## src/include/memory_game_settings.svh

```systemverilog
// card and pair counts, start time of the countdown, clock cycles per second
`ifndef MEMORY_GAME_SETTINGS_SVH
`define MEMORY_GAME_SETTINGS_SVH

// card bank on the switch row
`define MG_CARD_COUNT 18 // one switch per card
`define MG_PAIR_COUNT 9 // fixed pairs, two cards each

// countdown start, decimal digits
`define MG_START_SECONDS_TENS 6
`define MG_START_SECONDS_ONES 0

// board clock is 50 MHz, one tick per second
`define MG_TICK_CYCLES 50000000

`endif

```

## src/memory_game_pkg.sv

```systemverilog
// shared types: card and pair masks, player, score, time, selection, display codes, FSM states
`include "memory_game_settings.svh"

package memory_game_pkg;

	typedef logic [`MG_CARD_COUNT-1:0] card_mask_t; // one bit per card switch
	typedef logic [`MG_PAIR_COUNT-1:0] pair_mask_t; // claimed record, one bit per pair

	typedef enum logic
	{
		player_one,
		player_two
	} player_t;

	typedef logic [3:0] score_t; // pairs won, at most nine
	typedef logic [3:0] bcd_digit_t; // 0 to 9 only

	typedef struct packed
	{
		bcd_digit_t tens;
		bcd_digit_t ones;
	} game_time_t;

	typedef struct packed
	{
		card_mask_t first; // card taken on the first release
		card_mask_t second; // card taken on the second release
	} selection_t;

	// 0 to 9 show the digit itself
	typedef logic [3:0] digit_code_t;
	localparam digit_code_t code_tag_p = 4'hA; // letter P
	localparam digit_code_t code_blank = 4'hB; // all segments dark

	typedef logic [6:0] seg_t; // active low, segment g is bit 6

	typedef enum logic [2:0]
	{
		choose_first,
		wait_first,
		choose_second,
		wait_second,
		check_press,
		check_wait
	} select_state_t;

endpackage

```

## src/seg_decoder.sv

```systemverilog
// digit code to active-low seven-segment pattern
`timescale 1ns/1ps

module seg_decoder
(
	input memory_game_pkg::digit_code_t code,
	output memory_game_pkg::seg_t seg
);

	always_comb
	begin
		case (code)
			4'h0: seg = 7'b1000000;
			4'h1: seg = 7'b1111001;
			4'h2: seg = 7'b0100100;
			4'h3: seg = 7'b0110000;
			4'h4: seg = 7'b0011001;
			4'h5: seg = 7'b0010010;
			4'h6: seg = 7'b0000010;
			4'h7: seg = 7'b1111000;
			4'h8: seg = 7'b0000000;
			4'h9: seg = 7'b0011000;
			memory_game_pkg::code_tag_p: seg = 7'b0001100; // P
			memory_game_pkg::code_blank: seg = 7'b1111111;
			default: seg = 7'b1111111; // spare codes stay dark
		endcase
	end

endmodule

```

## src/turn_control.sv

```systemverilog
// button FSM for the press and release sequence, card capture registers, check strobe
`timescale 1ns/1ps

module turn_control
(
	input logic clock,
	input logic reset_n,
	input logic go, // high while the button is held
	input memory_game_pkg::card_mask_t card_select,
	output memory_game_pkg::selection_t selection,
	output logic check
);

	memory_game_pkg::select_state_t state;
	memory_game_pkg::select_state_t state_next;
	logic load_first;
	logic load_second;

	always_comb
	begin
		state_next = state;
		case (state)
			memory_game_pkg::choose_first:
				state_next = go ? memory_game_pkg::wait_first : memory_game_pkg::choose_first;
			memory_game_pkg::wait_first:
				state_next = go ? memory_game_pkg::wait_first : memory_game_pkg::choose_second;
			memory_game_pkg::choose_second:
				state_next = go ? memory_game_pkg::wait_second : memory_game_pkg::choose_second;
			memory_game_pkg::wait_second:
				state_next = go ? memory_game_pkg::wait_second : memory_game_pkg::check_press;
			memory_game_pkg::check_press:
				state_next = go ? memory_game_pkg::check_wait : memory_game_pkg::check_press;
			memory_game_pkg::check_wait:
				state_next = go ? memory_game_pkg::check_wait : memory_game_pkg::choose_first;
			default:
				state_next = memory_game_pkg::choose_first; // unused codes recover
		endcase
	end

	// release edges
	assign load_first = (state == memory_game_pkg::wait_first) && !go;
	assign load_second = (state == memory_game_pkg::wait_second) && !go;
	assign check = (state == memory_game_pkg::check_wait) && !go; // one cycle, back to start

	always_ff @(posedge clock)
	begin
		if (!reset_n)
			state <= memory_game_pkg::choose_first;
		else
			state <= state_next;
	end

	// switch bank sampled on the release
	always_ff @(posedge clock)
	begin
		if (load_first)
			selection.first <= card_select;
		if (load_second)
			selection.second <= card_select;
	end

endmodule

```

## src/pair_judge.sv

```systemverilog
// pair table, claimed pairs, both score counters, turn owner, game-over decision
`timescale 1ns/1ps
`include "memory_game_settings.svh"

module pair_judge
(
	input logic clock,
	input logic reset_n,
	input memory_game_pkg::selection_t selection,
	input logic check, // one cycle per completed turn
	input logic time_up,
	output memory_game_pkg::score_t score_one,
	output memory_game_pkg::score_t score_two,
	output memory_game_pkg::player_t turn,
	output logic game_over
);

	// card numbers of each pair, high card first
	localparam int pair_high [`MG_PAIR_COUNT] = '{17, 16, 15, 14, 13, 12, 9, 8, 6};
	localparam int pair_low [`MG_PAIR_COUNT] = '{10, 0, 4, 3, 2, 11, 7, 5, 1};

	memory_game_pkg::pair_mask_t claimed;
	memory_game_pkg::pair_mask_t pair_hits; // pairs matching the two cards
	logic both_one_hot;
	logic hit;

	always_comb
	begin
		pair_hits = '0;
		for (int p = 0; p < `MG_PAIR_COUNT; p++)
		begin
			// either order counts
			pair_hits[p] =
				(selection.first[pair_high[p]] && selection.second[pair_low[p]]) ||
				(selection.second[pair_high[p]] && selection.first[pair_low[p]]);
		end
	end

	assign both_one_hot = $onehot(selection.first) && $onehot(selection.second);
	assign hit = both_one_hot && |(pair_hits & ~claimed); // already claimed is a miss

	assign game_over = time_up || (&claimed);

	always_ff @(posedge clock)
	begin
		if (!reset_n)
		begin
			claimed <= '0;
			score_one <= '0;
			score_two <= '0;
			turn <= memory_game_pkg::player_one;
		end
		else if (check && !game_over) // frozen once the game ends
		begin
			if (hit)
			begin
				claimed <= claimed | pair_hits;
				if (turn == memory_game_pkg::player_one)
					score_one <= score_one + 1'b1;
				else
					score_two <= score_two + 1'b1; // hit keeps the turn
			end
			else
			begin
				// miss hands over
				turn <= (turn == memory_game_pkg::player_one) ?
					memory_game_pkg::player_two : memory_game_pkg::player_one;
			end
		end
	end

endmodule

```

## src/game_clock.sv

```systemverilog
// one-second rate divider and two-digit decimal countdown with the time-up flag
`timescale 1ns/1ps
`include "memory_game_settings.svh"

module game_clock
#(
	parameter int tick_cycles = `MG_TICK_CYCLES
)
(
	input logic clock,
	input logic reset_n,
	input logic game_over,
	output logic tick, // one cycle per second
	output memory_game_pkg::game_time_t time_left,
	output logic time_up
);

	localparam int count_width = (tick_cycles > 1) ? $clog2(tick_cycles) : 1;
	localparam logic [count_width-1:0] count_reload = count_width'(tick_cycles - 1);

	logic [count_width-1:0] tick_count;

	// down-counter, reloads on its own tick
	always_ff @(posedge clock)
	begin
		if (!reset_n)
			tick_count <= count_reload;
		else if (tick)
			tick_count <= count_reload;
		else
			tick_count <= tick_count - 1'b1;
	end

	assign tick = (tick_count == '0);

	assign time_up = (time_left.tens == '0) && (time_left.ones == '0);

	always_ff @(posedge clock)
	begin
		if (!reset_n)
		begin
			time_left.tens <= memory_game_pkg::bcd_digit_t'(`MG_START_SECONDS_TENS);
			time_left.ones <= memory_game_pkg::bcd_digit_t'(`MG_START_SECONDS_ONES);
		end
		else if (tick && !time_up && !game_over) // hold at 00 and after the end
		begin
			if (time_left.ones == '0)
			begin
				time_left.ones <= 4'd9; // borrow from tens
				time_left.tens <= time_left.tens - 1'b1;
			end
			else
				time_left.ones <= time_left.ones - 1'b1;
		end
	end

endmodule

```

## src/score_display.sv

```systemverilog
// leader digit, end-of-game flash phase, six seven-segment digit decoders
`timescale 1ns/1ps

module score_display
(
	input logic clock,
	input logic reset_n,
	input logic tick,
	input logic game_over,
	input memory_game_pkg::score_t score_one,
	input memory_game_pkg::score_t score_two,
	input memory_game_pkg::game_time_t time_left,
	output memory_game_pkg::seg_t hex_score_one,
	output memory_game_pkg::seg_t hex_score_two,
	output memory_game_pkg::seg_t hex_time_ones,
	output memory_game_pkg::seg_t hex_time_tens,
	output memory_game_pkg::seg_t hex_tag,
	output memory_game_pkg::seg_t hex_leader
);

	memory_game_pkg::digit_code_t leader;
	memory_game_pkg::digit_code_t tag_code;
	memory_game_pkg::digit_code_t leader_code;
	logic flash_hidden; // 0 means shown

	always_comb
	begin
		if (score_one > score_two)
			leader = 4'd1;
		else if (score_two > score_one)
			leader = 4'd2;
		else
			leader = 4'd0; // tie
	end

	// blinks only after the game ends
	always_ff @(posedge clock)
	begin
		if (!reset_n)
			flash_hidden <= 1'b0;
		else if (tick && game_over)
			flash_hidden <= !flash_hidden;
	end

	assign tag_code = flash_hidden ? memory_game_pkg::code_blank : memory_game_pkg::code_tag_p;
	assign leader_code = flash_hidden ? memory_game_pkg::code_blank : leader;

	// scores and time never blink
	seg_decoder u_score_one (.code(score_one), .seg(hex_score_one));
	seg_decoder u_score_two (.code(score_two), .seg(hex_score_two));
	seg_decoder u_time_ones (.code(time_left.ones), .seg(hex_time_ones));
	seg_decoder u_time_tens (.code(time_left.tens), .seg(hex_time_tens));
	seg_decoder u_tag (.code(tag_code), .seg(hex_tag));
	seg_decoder u_leader (.code(leader_code), .seg(hex_leader));

endmodule

```

## src/memory_game.sv

```systemverilog
// top level of the memory card game: selection FSM, pair judge, game clock, display
`timescale 1ns/1ps
`include "memory_game_settings.svh"

module memory_game
#(
	parameter int tick_cycles = `MG_TICK_CYCLES // cycles per second
)
(
	input logic clock,
	input logic reset_n,
	input logic go, // select button, high when pressed
	input memory_game_pkg::card_mask_t card_select,
	output memory_game_pkg::player_t turn,
	output logic game_over,
	output memory_game_pkg::seg_t hex_score_one,
	output memory_game_pkg::seg_t hex_score_two,
	output memory_game_pkg::seg_t hex_time_ones,
	output memory_game_pkg::seg_t hex_time_tens,
	output memory_game_pkg::seg_t hex_tag,
	output memory_game_pkg::seg_t hex_leader
);

	memory_game_pkg::selection_t selection;
	logic check;
	memory_game_pkg::score_t score_one;
	memory_game_pkg::score_t score_two;
	memory_game_pkg::game_time_t time_left;
	logic time_up;
	logic tick;

	turn_control u_turn_control (.clock, .reset_n, .go, .card_select, .selection, .check);

	pair_judge u_pair_judge (
		.clock, .reset_n, .selection, .check, .time_up,
		.score_one, .score_two, .turn, .game_over
	);

	game_clock #(.tick_cycles(tick_cycles)) u_game_clock (
		.clock, .reset_n, .game_over, .tick, .time_left, .time_up
	);

	score_display u_score_display (
		.clock, .reset_n, .tick, .game_over, .score_one, .score_two, .time_left,
		.hex_score_one, .hex_score_two, .hex_time_ones, .hex_time_tens, .hex_tag, .hex_leader
	);

endmodule

```

## config.mk

```make
export PLATFORM = sky130hd
export DESIGN_NAME = memory_game
export DESIGN_NICKNAME = d
export VERILOG_FILES = /design/src/memory_game_pkg.sv /design/src/seg_decoder.sv /design/src/turn_control.sv /design/src/pair_judge.sv /design/src/game_clock.sv /design/src/score_display.sv /design/src/memory_game.sv
export VERILOG_INCLUDE_DIRS = /design/src /design/src/include
export SDC_FILE = /design/constraint.sdc
export NUM_CORES = 1
export LEC_CHECK = 0
export BUFFER_PORTS_ARGS = -buffer_cell sky130_fd_sc_hd__buf_4
export CORE_MARGIN = 2
export CORE_UTILIZATION = 42
export CTS_CLUSTER_DIAMETER = 30
export DETAILED_ROUTE_END_ITERATION = 8
export HOLD_SLACK_MARGIN = 0.08
export PLACE_DENSITY = 0.6
export SYNTH_ARGS = -nofsm -noshare
export SYNTH_HDL_FRONTEND = slang
export SYNTH_HIERARCHICAL = 1
export SYNTH_SLANG_ARGS = --single-unit
```

## constraint.sdc

```tcl
create_clock -name clock -period 6.2 [get_ports clock]
set_clock_uncertainty 0.2 [all_clocks]
set_input_delay 0.93 -clock clock [delete_from_list [all_inputs] [get_ports clock]]
set_output_delay 0.93 -clock clock [all_outputs]
set_load 0.005 [all_outputs]
```

After elaboration in Yosys (flattened, before gate mapping)
Memory sizes are Yosys's and may differ from the RTL's. A register that Yosys moved wholly into a read port is not among the register bits.
Index checks and enable logic that the tools add are counted.
{"block": "totals", "register_bits": 92, "rom_bits": 672, "in_bits": 21, "output_inout_bits": 44, "wordCells": 146, "memories": 6}
{"memory": "(no name shown)", "depth": 16, "word_bits": 7, "rd": 1, "rd_ports_with_merged_regs": 0, "wr": 0, "line_no": "seg_decoder.sv:12", "text": "case (code)"}
{"memory": "(no name shown)", "depth": 16, "word_bits": 7, "rd": 1, "rd_ports_with_merged_regs": 1, "wr": 0, "line_no": "seg_decoder.sv:12"}
{"memory": "(no name shown)", "depth": 16, "word_bits": 7, "rd": 1, "rd_ports_with_merged_regs": 1, "wr": 0, "line_no": "seg_decoder.sv:12"}
{"memory": "(no name shown)", "depth": 16, "word_bits": 7, "rd": 1, "rd_ports_with_merged_regs": 0, "wr": 0, "line_no": "seg_decoder.sv:12"}
{"memory": "(no name shown)", "depth": 16, "word_bits": 7, "rd": 1, "rd_ports_with_merged_regs": 1, "wr": 0, "line_no": "seg_decoder.sv:12"}
{"memory": "(no name shown)", "depth": 16, "word_bits": 7, "rd": 1, "rd_ports_with_merged_regs": 1, "wr": 0, "line_no": "seg_decoder.sv:12"}
{"block": "op_classes", "n_addsub": 39, "n_lt_le_gt_ge": 2, "n_eq_ne": 7, "n_mux": 21, "bitwise_logic": 6, "n_reduce_logical": 54}
{"operator": "5-bit adder", "n": 16}
{"operator": "4-bit two-way mux", "n": 11}
{"operator": "1-bit by 1-bit adder with 2-bit output", "n": 18}
{"operator": "1-bit logical AND", "n": 28}
{"operator": "26-bit zero test", "n": 1}
{"operator": "26-bit by 1-bit subtractor with 26-bit output, second input constant", "n": 1}
{"operator": "3-bit case mux with 6 select lines", "n": 1}
{"operator": "5-bit by 1-bit == test with 1-bit output, second input constant", "n": 2}
{"operator": "1-bit logical OR", "n": 10}
{"operator": "9-bit AND", "n": 1}
{"operator": "9-bit inverter", "n": 1}
{"operator": "9-bit bitwise OR", "n": 1}
{"operator": "9-bit AND reduction", "n": 1}
{"operator": "9-bit OR reduction", "n": 1}
{"operator": "4-bit by 1-bit adder with 4-bit output, second input constant", "n": 2}
{"operator": "4-bit greater-than comparator", "n": 2}
{"operator": "4-bit zero test", "n": 2}
{"operator": "4-bit by 1-bit subtractor with 4-bit output, second input constant", "n": 2}
{"operator": "3-bit by 2-bit == test with 1-bit output, second input constant", "n": 2}
{"operator": "3-bit == test, second input constant", "n": 2}
{"operator": "3-bit two-way mux", "n": 2}
{"operator": "2-bit AND reduction", "n": 3}
{"operator": "3-bit AND reduction", "n": 2}
{"operator": "1-bit two-way mux", "n": 5}
{"operator": "6 further kinds", "n": 12}

Logic depth before layout (Yosys ltp)
{"block": "depth", "word_depth": 11, "mapped_depth": 17, "ltp_nobuf": 17}

Hierarchy
The synthesis kept the hierarchy.
{"module": "pair_judge", "instances": 1, "cells_per_inst": 201, "area_per_inst_um2": 1900.6, "seq_area_each_um2": 360.3}
{"module": "game_clock", "instances": 1, "cells_per_inst": 192, "area_per_inst_um2": 1680.4, "seq_area_each_um2": 680.7}
{"module": "turn_control", "instances": 1, "cells_per_inst": 49, "area_per_inst_um2": 1228.7, "seq_area_each_um2": 1141.1}
{"module": "seg_decoder (u_score_display.u_leader ...)", "instances": 5, "cells_per_inst": 30, "area_per_inst_um2": 209.0, "seq_area_each_um2": 0.0}
{"module": "seg_decoder (u_score_display.u_time_ones)", "instances": 1, "cells_per_inst": 30, "area_per_inst_um2": 207.7, "seq_area_each_um2": 0.0}
{"module": "score_display", "instances": 1, "cells_per_inst": 21, "area_per_inst_um2": 161.4, "seq_area_each_um2": 20.0}

Least setup slack after synthesis
No wires, ideal clock.
{"block": "synth_timing", "kind": "register -> register", "start": "register, netlist name u_turn_control/selection[29]", "end": "register u_pair_judge.claimed[5]", "setup_time_ns": 0.058, "t_arrival_ns": 4.764, "path_slack_ns": 1.178, "stages_incl_launch_ff": 17, "n_path_buf": 0, "period_less_slack_ns": 5.022, "path_cell_list": "edfxtp_1 -> fa_1 -> inv_1 -> fa_1 -> inv_1 -> fa_1 -> inv_1 -> fa_1 -> fa_1 -> inv_1 -> ha_1 -> fa_1 -> a221o_1 -> a2111o_1 -> a21oi_2 -> nor3b_2 -> o21a_1"}
{"block": "synth_via", "elab_chain_cells": 9, "elab_cells_between_ends": 14, "classes_between": "add/sub: 5; eq/ne: 1; bitwise: 2; reduce/logical: 6"}
{"item": "1-bit by 1-bit adder with 2-bit output (not written as such)", "line_no": "pair_judge.sv:39", "text": "assign both_one_hot = $onehot(selection.first) && $onehot(selection.second);"}
{"item": "5-bit adder (not written as such) (4 in series)", "line_no": "pair_judge.sv:39"}
{"item": "5-bit by 1-bit == test with 1-bit output", "line_no": "pair_judge.sv:39"}
{"item": "1-bit logical AND", "line_no": "pair_judge.sv:39"}
{"item": "1-bit logical AND", "line_no": "pair_judge.sv:40", "text": "assign hit = both_one_hot && |(pair_hits & ~claimed);"}
{"item": "2-bit AND reduction (no line)"}
{"item": "end signal, assigned", "line_no": "pair_judge.sv:57", "text": "claimed <= claimed | pair_hits;"}
{"item": "end, declared", "line_no": "pair_judge.sv:22", "text": "memory_game_pkg::pair_mask_t claimed;"}
Parallel ways exist; a longest one is shown, timed or not.
A chain may end at the register's enable or synchronous reset.

Final worst setup path
{"block": "layout_timing", "start": "register, netlist name u_turn_control/selection[29]", "end": "register u_pair_judge.claimed[3]"}
{"block": "layout_via", "elab_chain_cells": 9, "elab_cells_between_ends": 13, "classes_between": "add/sub: 5; eq/ne: 1; bitwise: 1; reduce/logical: 6"}
{"item": "1-bit by 1-bit adder with 2-bit output (not written as such)", "line_no": "pair_judge.sv:39"}
{"item": "5-bit adder (not written as such) (4 in series)", "line_no": "pair_judge.sv:39"}
{"item": "5-bit by 1-bit == test with 1-bit output", "line_no": "pair_judge.sv:39"}
{"item": "1-bit logical AND", "line_no": "pair_judge.sv:39"}
{"item": "1-bit logical AND (*)", "line_no": "pair_judge.sv:40"}
{"item": "2-bit AND reduction (no line) (*)"}
Every way passes the cells marked *; elsewhere a longest branch is shown, timed or not.

==> results.ini <==
[power]
power_frac_comb=0.112
power_leakage_uw=0.00291
power.internal_uw=1050
seqPwrFrac=0.472
pwr-share-clk=0.416
power_density_mw_per_mm2=192
switching_share=0.226
ir_worst_vdd_uv=138
switchingPower_uw=308

[worst_setup_path]
crit_path_cell_trace=fa_1 > inv_1 > fa_1 > inv_1 > fa_1 > inv_1 > fa_1 > fa_1 > inv_1 > ha_1 > fa_1 > nor4b_1 > nand2_1 > a2111o_1 > a21oi_2 > nor3b_2 > o21a_1
worstPathArrival_ns=5.43
max_stage_delay_ns=0.54
slowest_stage=fa_1
r2r-end=u_pair_judge/claimed[3]
rr_worst_depth=17
cp_max_fo=10
cp_common_cell=fa_1
path_class=reg2reg
path_buf_inv=4
regToRegSetupSlack_ns=0.85
regToRegStartpoint=u_turn_control/selection[29]
endpoint_kind=flip-flop
critical_path.top_delay_family=adder cells
start_kind=flip-flop
crit_required_ns=6.29

[sta]
setup_tns_ns=0
fmax_mhz=187
finalCritPeriodShare=0.862
hold_viol=0
setup_violations=0
slew_violations=0
worst_slew_pin_slew_ns=1.02
fin_crit_ns=5.35
holdWs_ns=0.252
grt_setup_unrepaired=no
maxSlewHeadroom=0.318

[cells_and_area]
area_delta_synth_final_pct=14.1
final_cell_mix=inv_1, buf_4, dfxtp_1, ha_1, nand2_1
fin_cells=894
drive_gt1_frac=0.165
final_common_cell=inv_1
nets=805
diodes=0
stdcell_area_mm2=0.00710

[floorplan]
fp-row-count=44
initial_utilization=0.430
die-area_mm2=0.0158
die_w_um=126
core_area_mm2=0.0145
chipHeight_um=126
io_pins=65

[synth]
synth_area_mm2=0.00622
yosys_most_used_dff=dfxtp_1
async_flop_share=0
ys_warn_count=6
syn_avg_cell_area_um2=9.68
syn_inst=643
ys_seq_area_frac=0.354
ys_types=72
ys_ff_latch=92
synth_edf_count=36

[route]
wl_met3_um=477
routed-wl-met2_um=6360
num_vias=4661
wl_per_cell_um=14.3
drtPass1Iterations=4
drt_iter0_markers=297
wl_met1_um=5830
remaining_drc_errors=0
avgViaCountPerCell=5.21
wirelength_um=12800
dr.max_layer_used=met4
ant_nets=0

[status]
status=finished, final reports clean

[cts]
postCtsResizedCells=0
postCtsSetupBuffers=0
cts_root_buf=clkbuf_16
clkTransAtPathRegs_ns=0.06
cts_max_path_buffers=2
clock-sinks=92
cts_tree=done
holdBufCountCts=0
cts-htree-levels=3
insertion_delay_ns=0.34
cts_made_buffers=9

[global_routing]
grt_pass1_vias=4521
gr-total-overflow=0
antenna_found_initial=0
grtUsageTotal=0.165
grt_pass1_wl_um=21500
grt_start_max_net_pins=48

[job]
maxCapViolations=0

[placement]
dp_cells=878
place_congestion=0.878
placed_area_mm2=0.00680
port_buffers=62
place_hpwl_um=9750

[min_path]
hp-start=u_game_clock/tick_count[0]
holdCritPathClass=reg2reg
min_path_cells=1
min_to=u_game_clock/tick_count[0]

worst max-delay path by stage:
stage,from,end,cells past startpoint
floorplan,u_turn_control/selection[29],u_pair_judge/claimed[5],16
global placement,u_turn_control/selection[29],u_pair_judge/claimed[7],17
detailed placement,u_turn_control/selection[11],u_pair_judge/claimed[6],17
CTS,u_turn_control/selection[11],u_pair_judge/claimed[3],17
global route,u_turn_control/selection[29],u_pair_judge/claimed[6],16
finish,u_turn_control/selection[29],u_pair_judge/claimed[3],17
worst reg2reg max path: stages, from the launching register on:
cell      delay [ns]
edfxtp_1        0.41
fa_1            0.54
inv_1           0.05
fa_1            0.47
inv_1           0.05
fa_1            0.47
inv_1           0.05
fa_1            0.45
fa_1            0.49
inv_1           0.04
ha_1            0.19
fa_1            0.43
nor4b_1         0.31
nand2_1         0.09
a2111o_1        0.36
a21oi_2         0.32
nor3b_2         0.24
o21a_1          0.13
cell usage after synthesis (all sizes together) (2+ instances only):
| master | count | area, um2 |
|---|---|---|
| buf | 15 | 150 |
| clkbuf | 5 | 18.8 |
| fa | 24 | 480 |
| edfxtp | 36 | 1080 |
| xnor2 | 13 | 151 |
| nor2 | 41 | 176 |
| o21a | 9 | 67.6 |
| o31ai | 8 | 65.1 |
| o41ai | 2 | 17.5 |
| or3 | 6 | 38.8 |
| nand3b | 4 | 30.0 |
| a21oi | 29 | 149 |
| and3 | 4 | 25.0 |
| nand2 | 49 | 184 |
| nand3 | 19 | 95.1 |
| a22oi | 9 | 67.6 |
| nor3 | 13 | 65.1 |
| or4 | 8 | 63.8 |
| dfxtp | 56 | 1120 |
| nor3b | 12 | 141 |
| ha | 55 | 688 |
| nand4b | 2 | 17.5 |
| o21ai | 49 | 245 |
| nand4 | 6 | 50.0 |
| o311ai | 2 | 17.5 |
| or2 | 4 | 25.0 |
| nor4b | 3 | 32.5 |
| a21o | 2 | 16.3 |
| and2 | 2 | 12.5 |
| o22ai | 4 | 25.0 |
| and4 | 3 | 27.5 |
| xor2 | 5 | 43.8 |
| mux2 | 2 | 26.3 |
| inv | 77 | 289 |
| a31oi | 4 | 25.0 |
| conb | 2 | 7.51 |
| nand2b | 17 | 114 |
| nor4 | 13 | 93.8 |
| mux2i | 16 | 160 |
area by class of cell:
| type | count | area (um2) |
|---|---|---|
| multi-input cells | 463 | 3610 |
| clock buffers | 9 | 225 |
| inverters | 77 | 289 |
| flip-flops and latches | 92 | 2200 |
| clock inverters | 7 | 81.3 |
| repair buffers | 62 | 465 |
| fillers | 1357 | 7380 |
| well taps | 184 | 230 |
kinds of logic (layout without fill, tap and decap cells):
logic type / after synthesis / count (layout) / synth area share
AND/OR/NAND/NOR: 210 / 210 / 0.197
AO/OA/AOI/OAI: 127 / 127 / 0.125
buffers and inverters: 97 / 155 / 0.0736
flip-flops: 92 / 92 / 0.354
adder cells (fa/ha/maj): 79 / 79 / 0.188
XOR/XNOR: 18 / 18 / 0.0314
multiplexers: 18 / 18 / 0.0300
other: 2 / 11 / 0.00121
metal layers:
| layer | vias to the layer above | global-route usage |
|---|---|---|
| met5 | - | 0 |
| li1 | 2364 | - |
| met4 | 0 | 0.0375 |
| met1 | 2231 | 0.206 |
| met3 | 11 | 0.0433 |
| met2 | 55 | 0.289 |
power by group through the flow:
stage / clock network [uW] / logic, uW / registers [uW]
after floorplan: 0 / 108 / 654
after global placement: 0 / 149 / 655
final: 566 / 152 / 643
after CTS: 585 / 154 / 643
after detailed placement: 0 / 152 / 656
after global routing: 611 / 176 / 643
flip-flops by register name, summed over array words and instances (netlist names):
register / count
u_turn_control/selection: 36
u_game_clock/tick_count: 26
u_pair_judge/claimed: 9
u_game_clock/time_left: 8
u_pair_judge/score_one: 4
u_pair_judge/score_two: 4
u_turn_control/state: 3
u_pair_judge/turn: 1
u_score_display/flash_hidden: 1
through the flow:
step / total power [uW] / util / worst slack, ns
floorplan: 761 / - / 1.18
global placement: 804 / 0.469 / 0.928
detailed placement: 808 / 0.469 / 0.875
CTS: 1380 / 0.490 / 0.841
global route: 1430 / 0.490 / 0.626
finish: 1360 / 0.490 / 0.854
No activity file was read; power rests on OpenSTA's default activity.
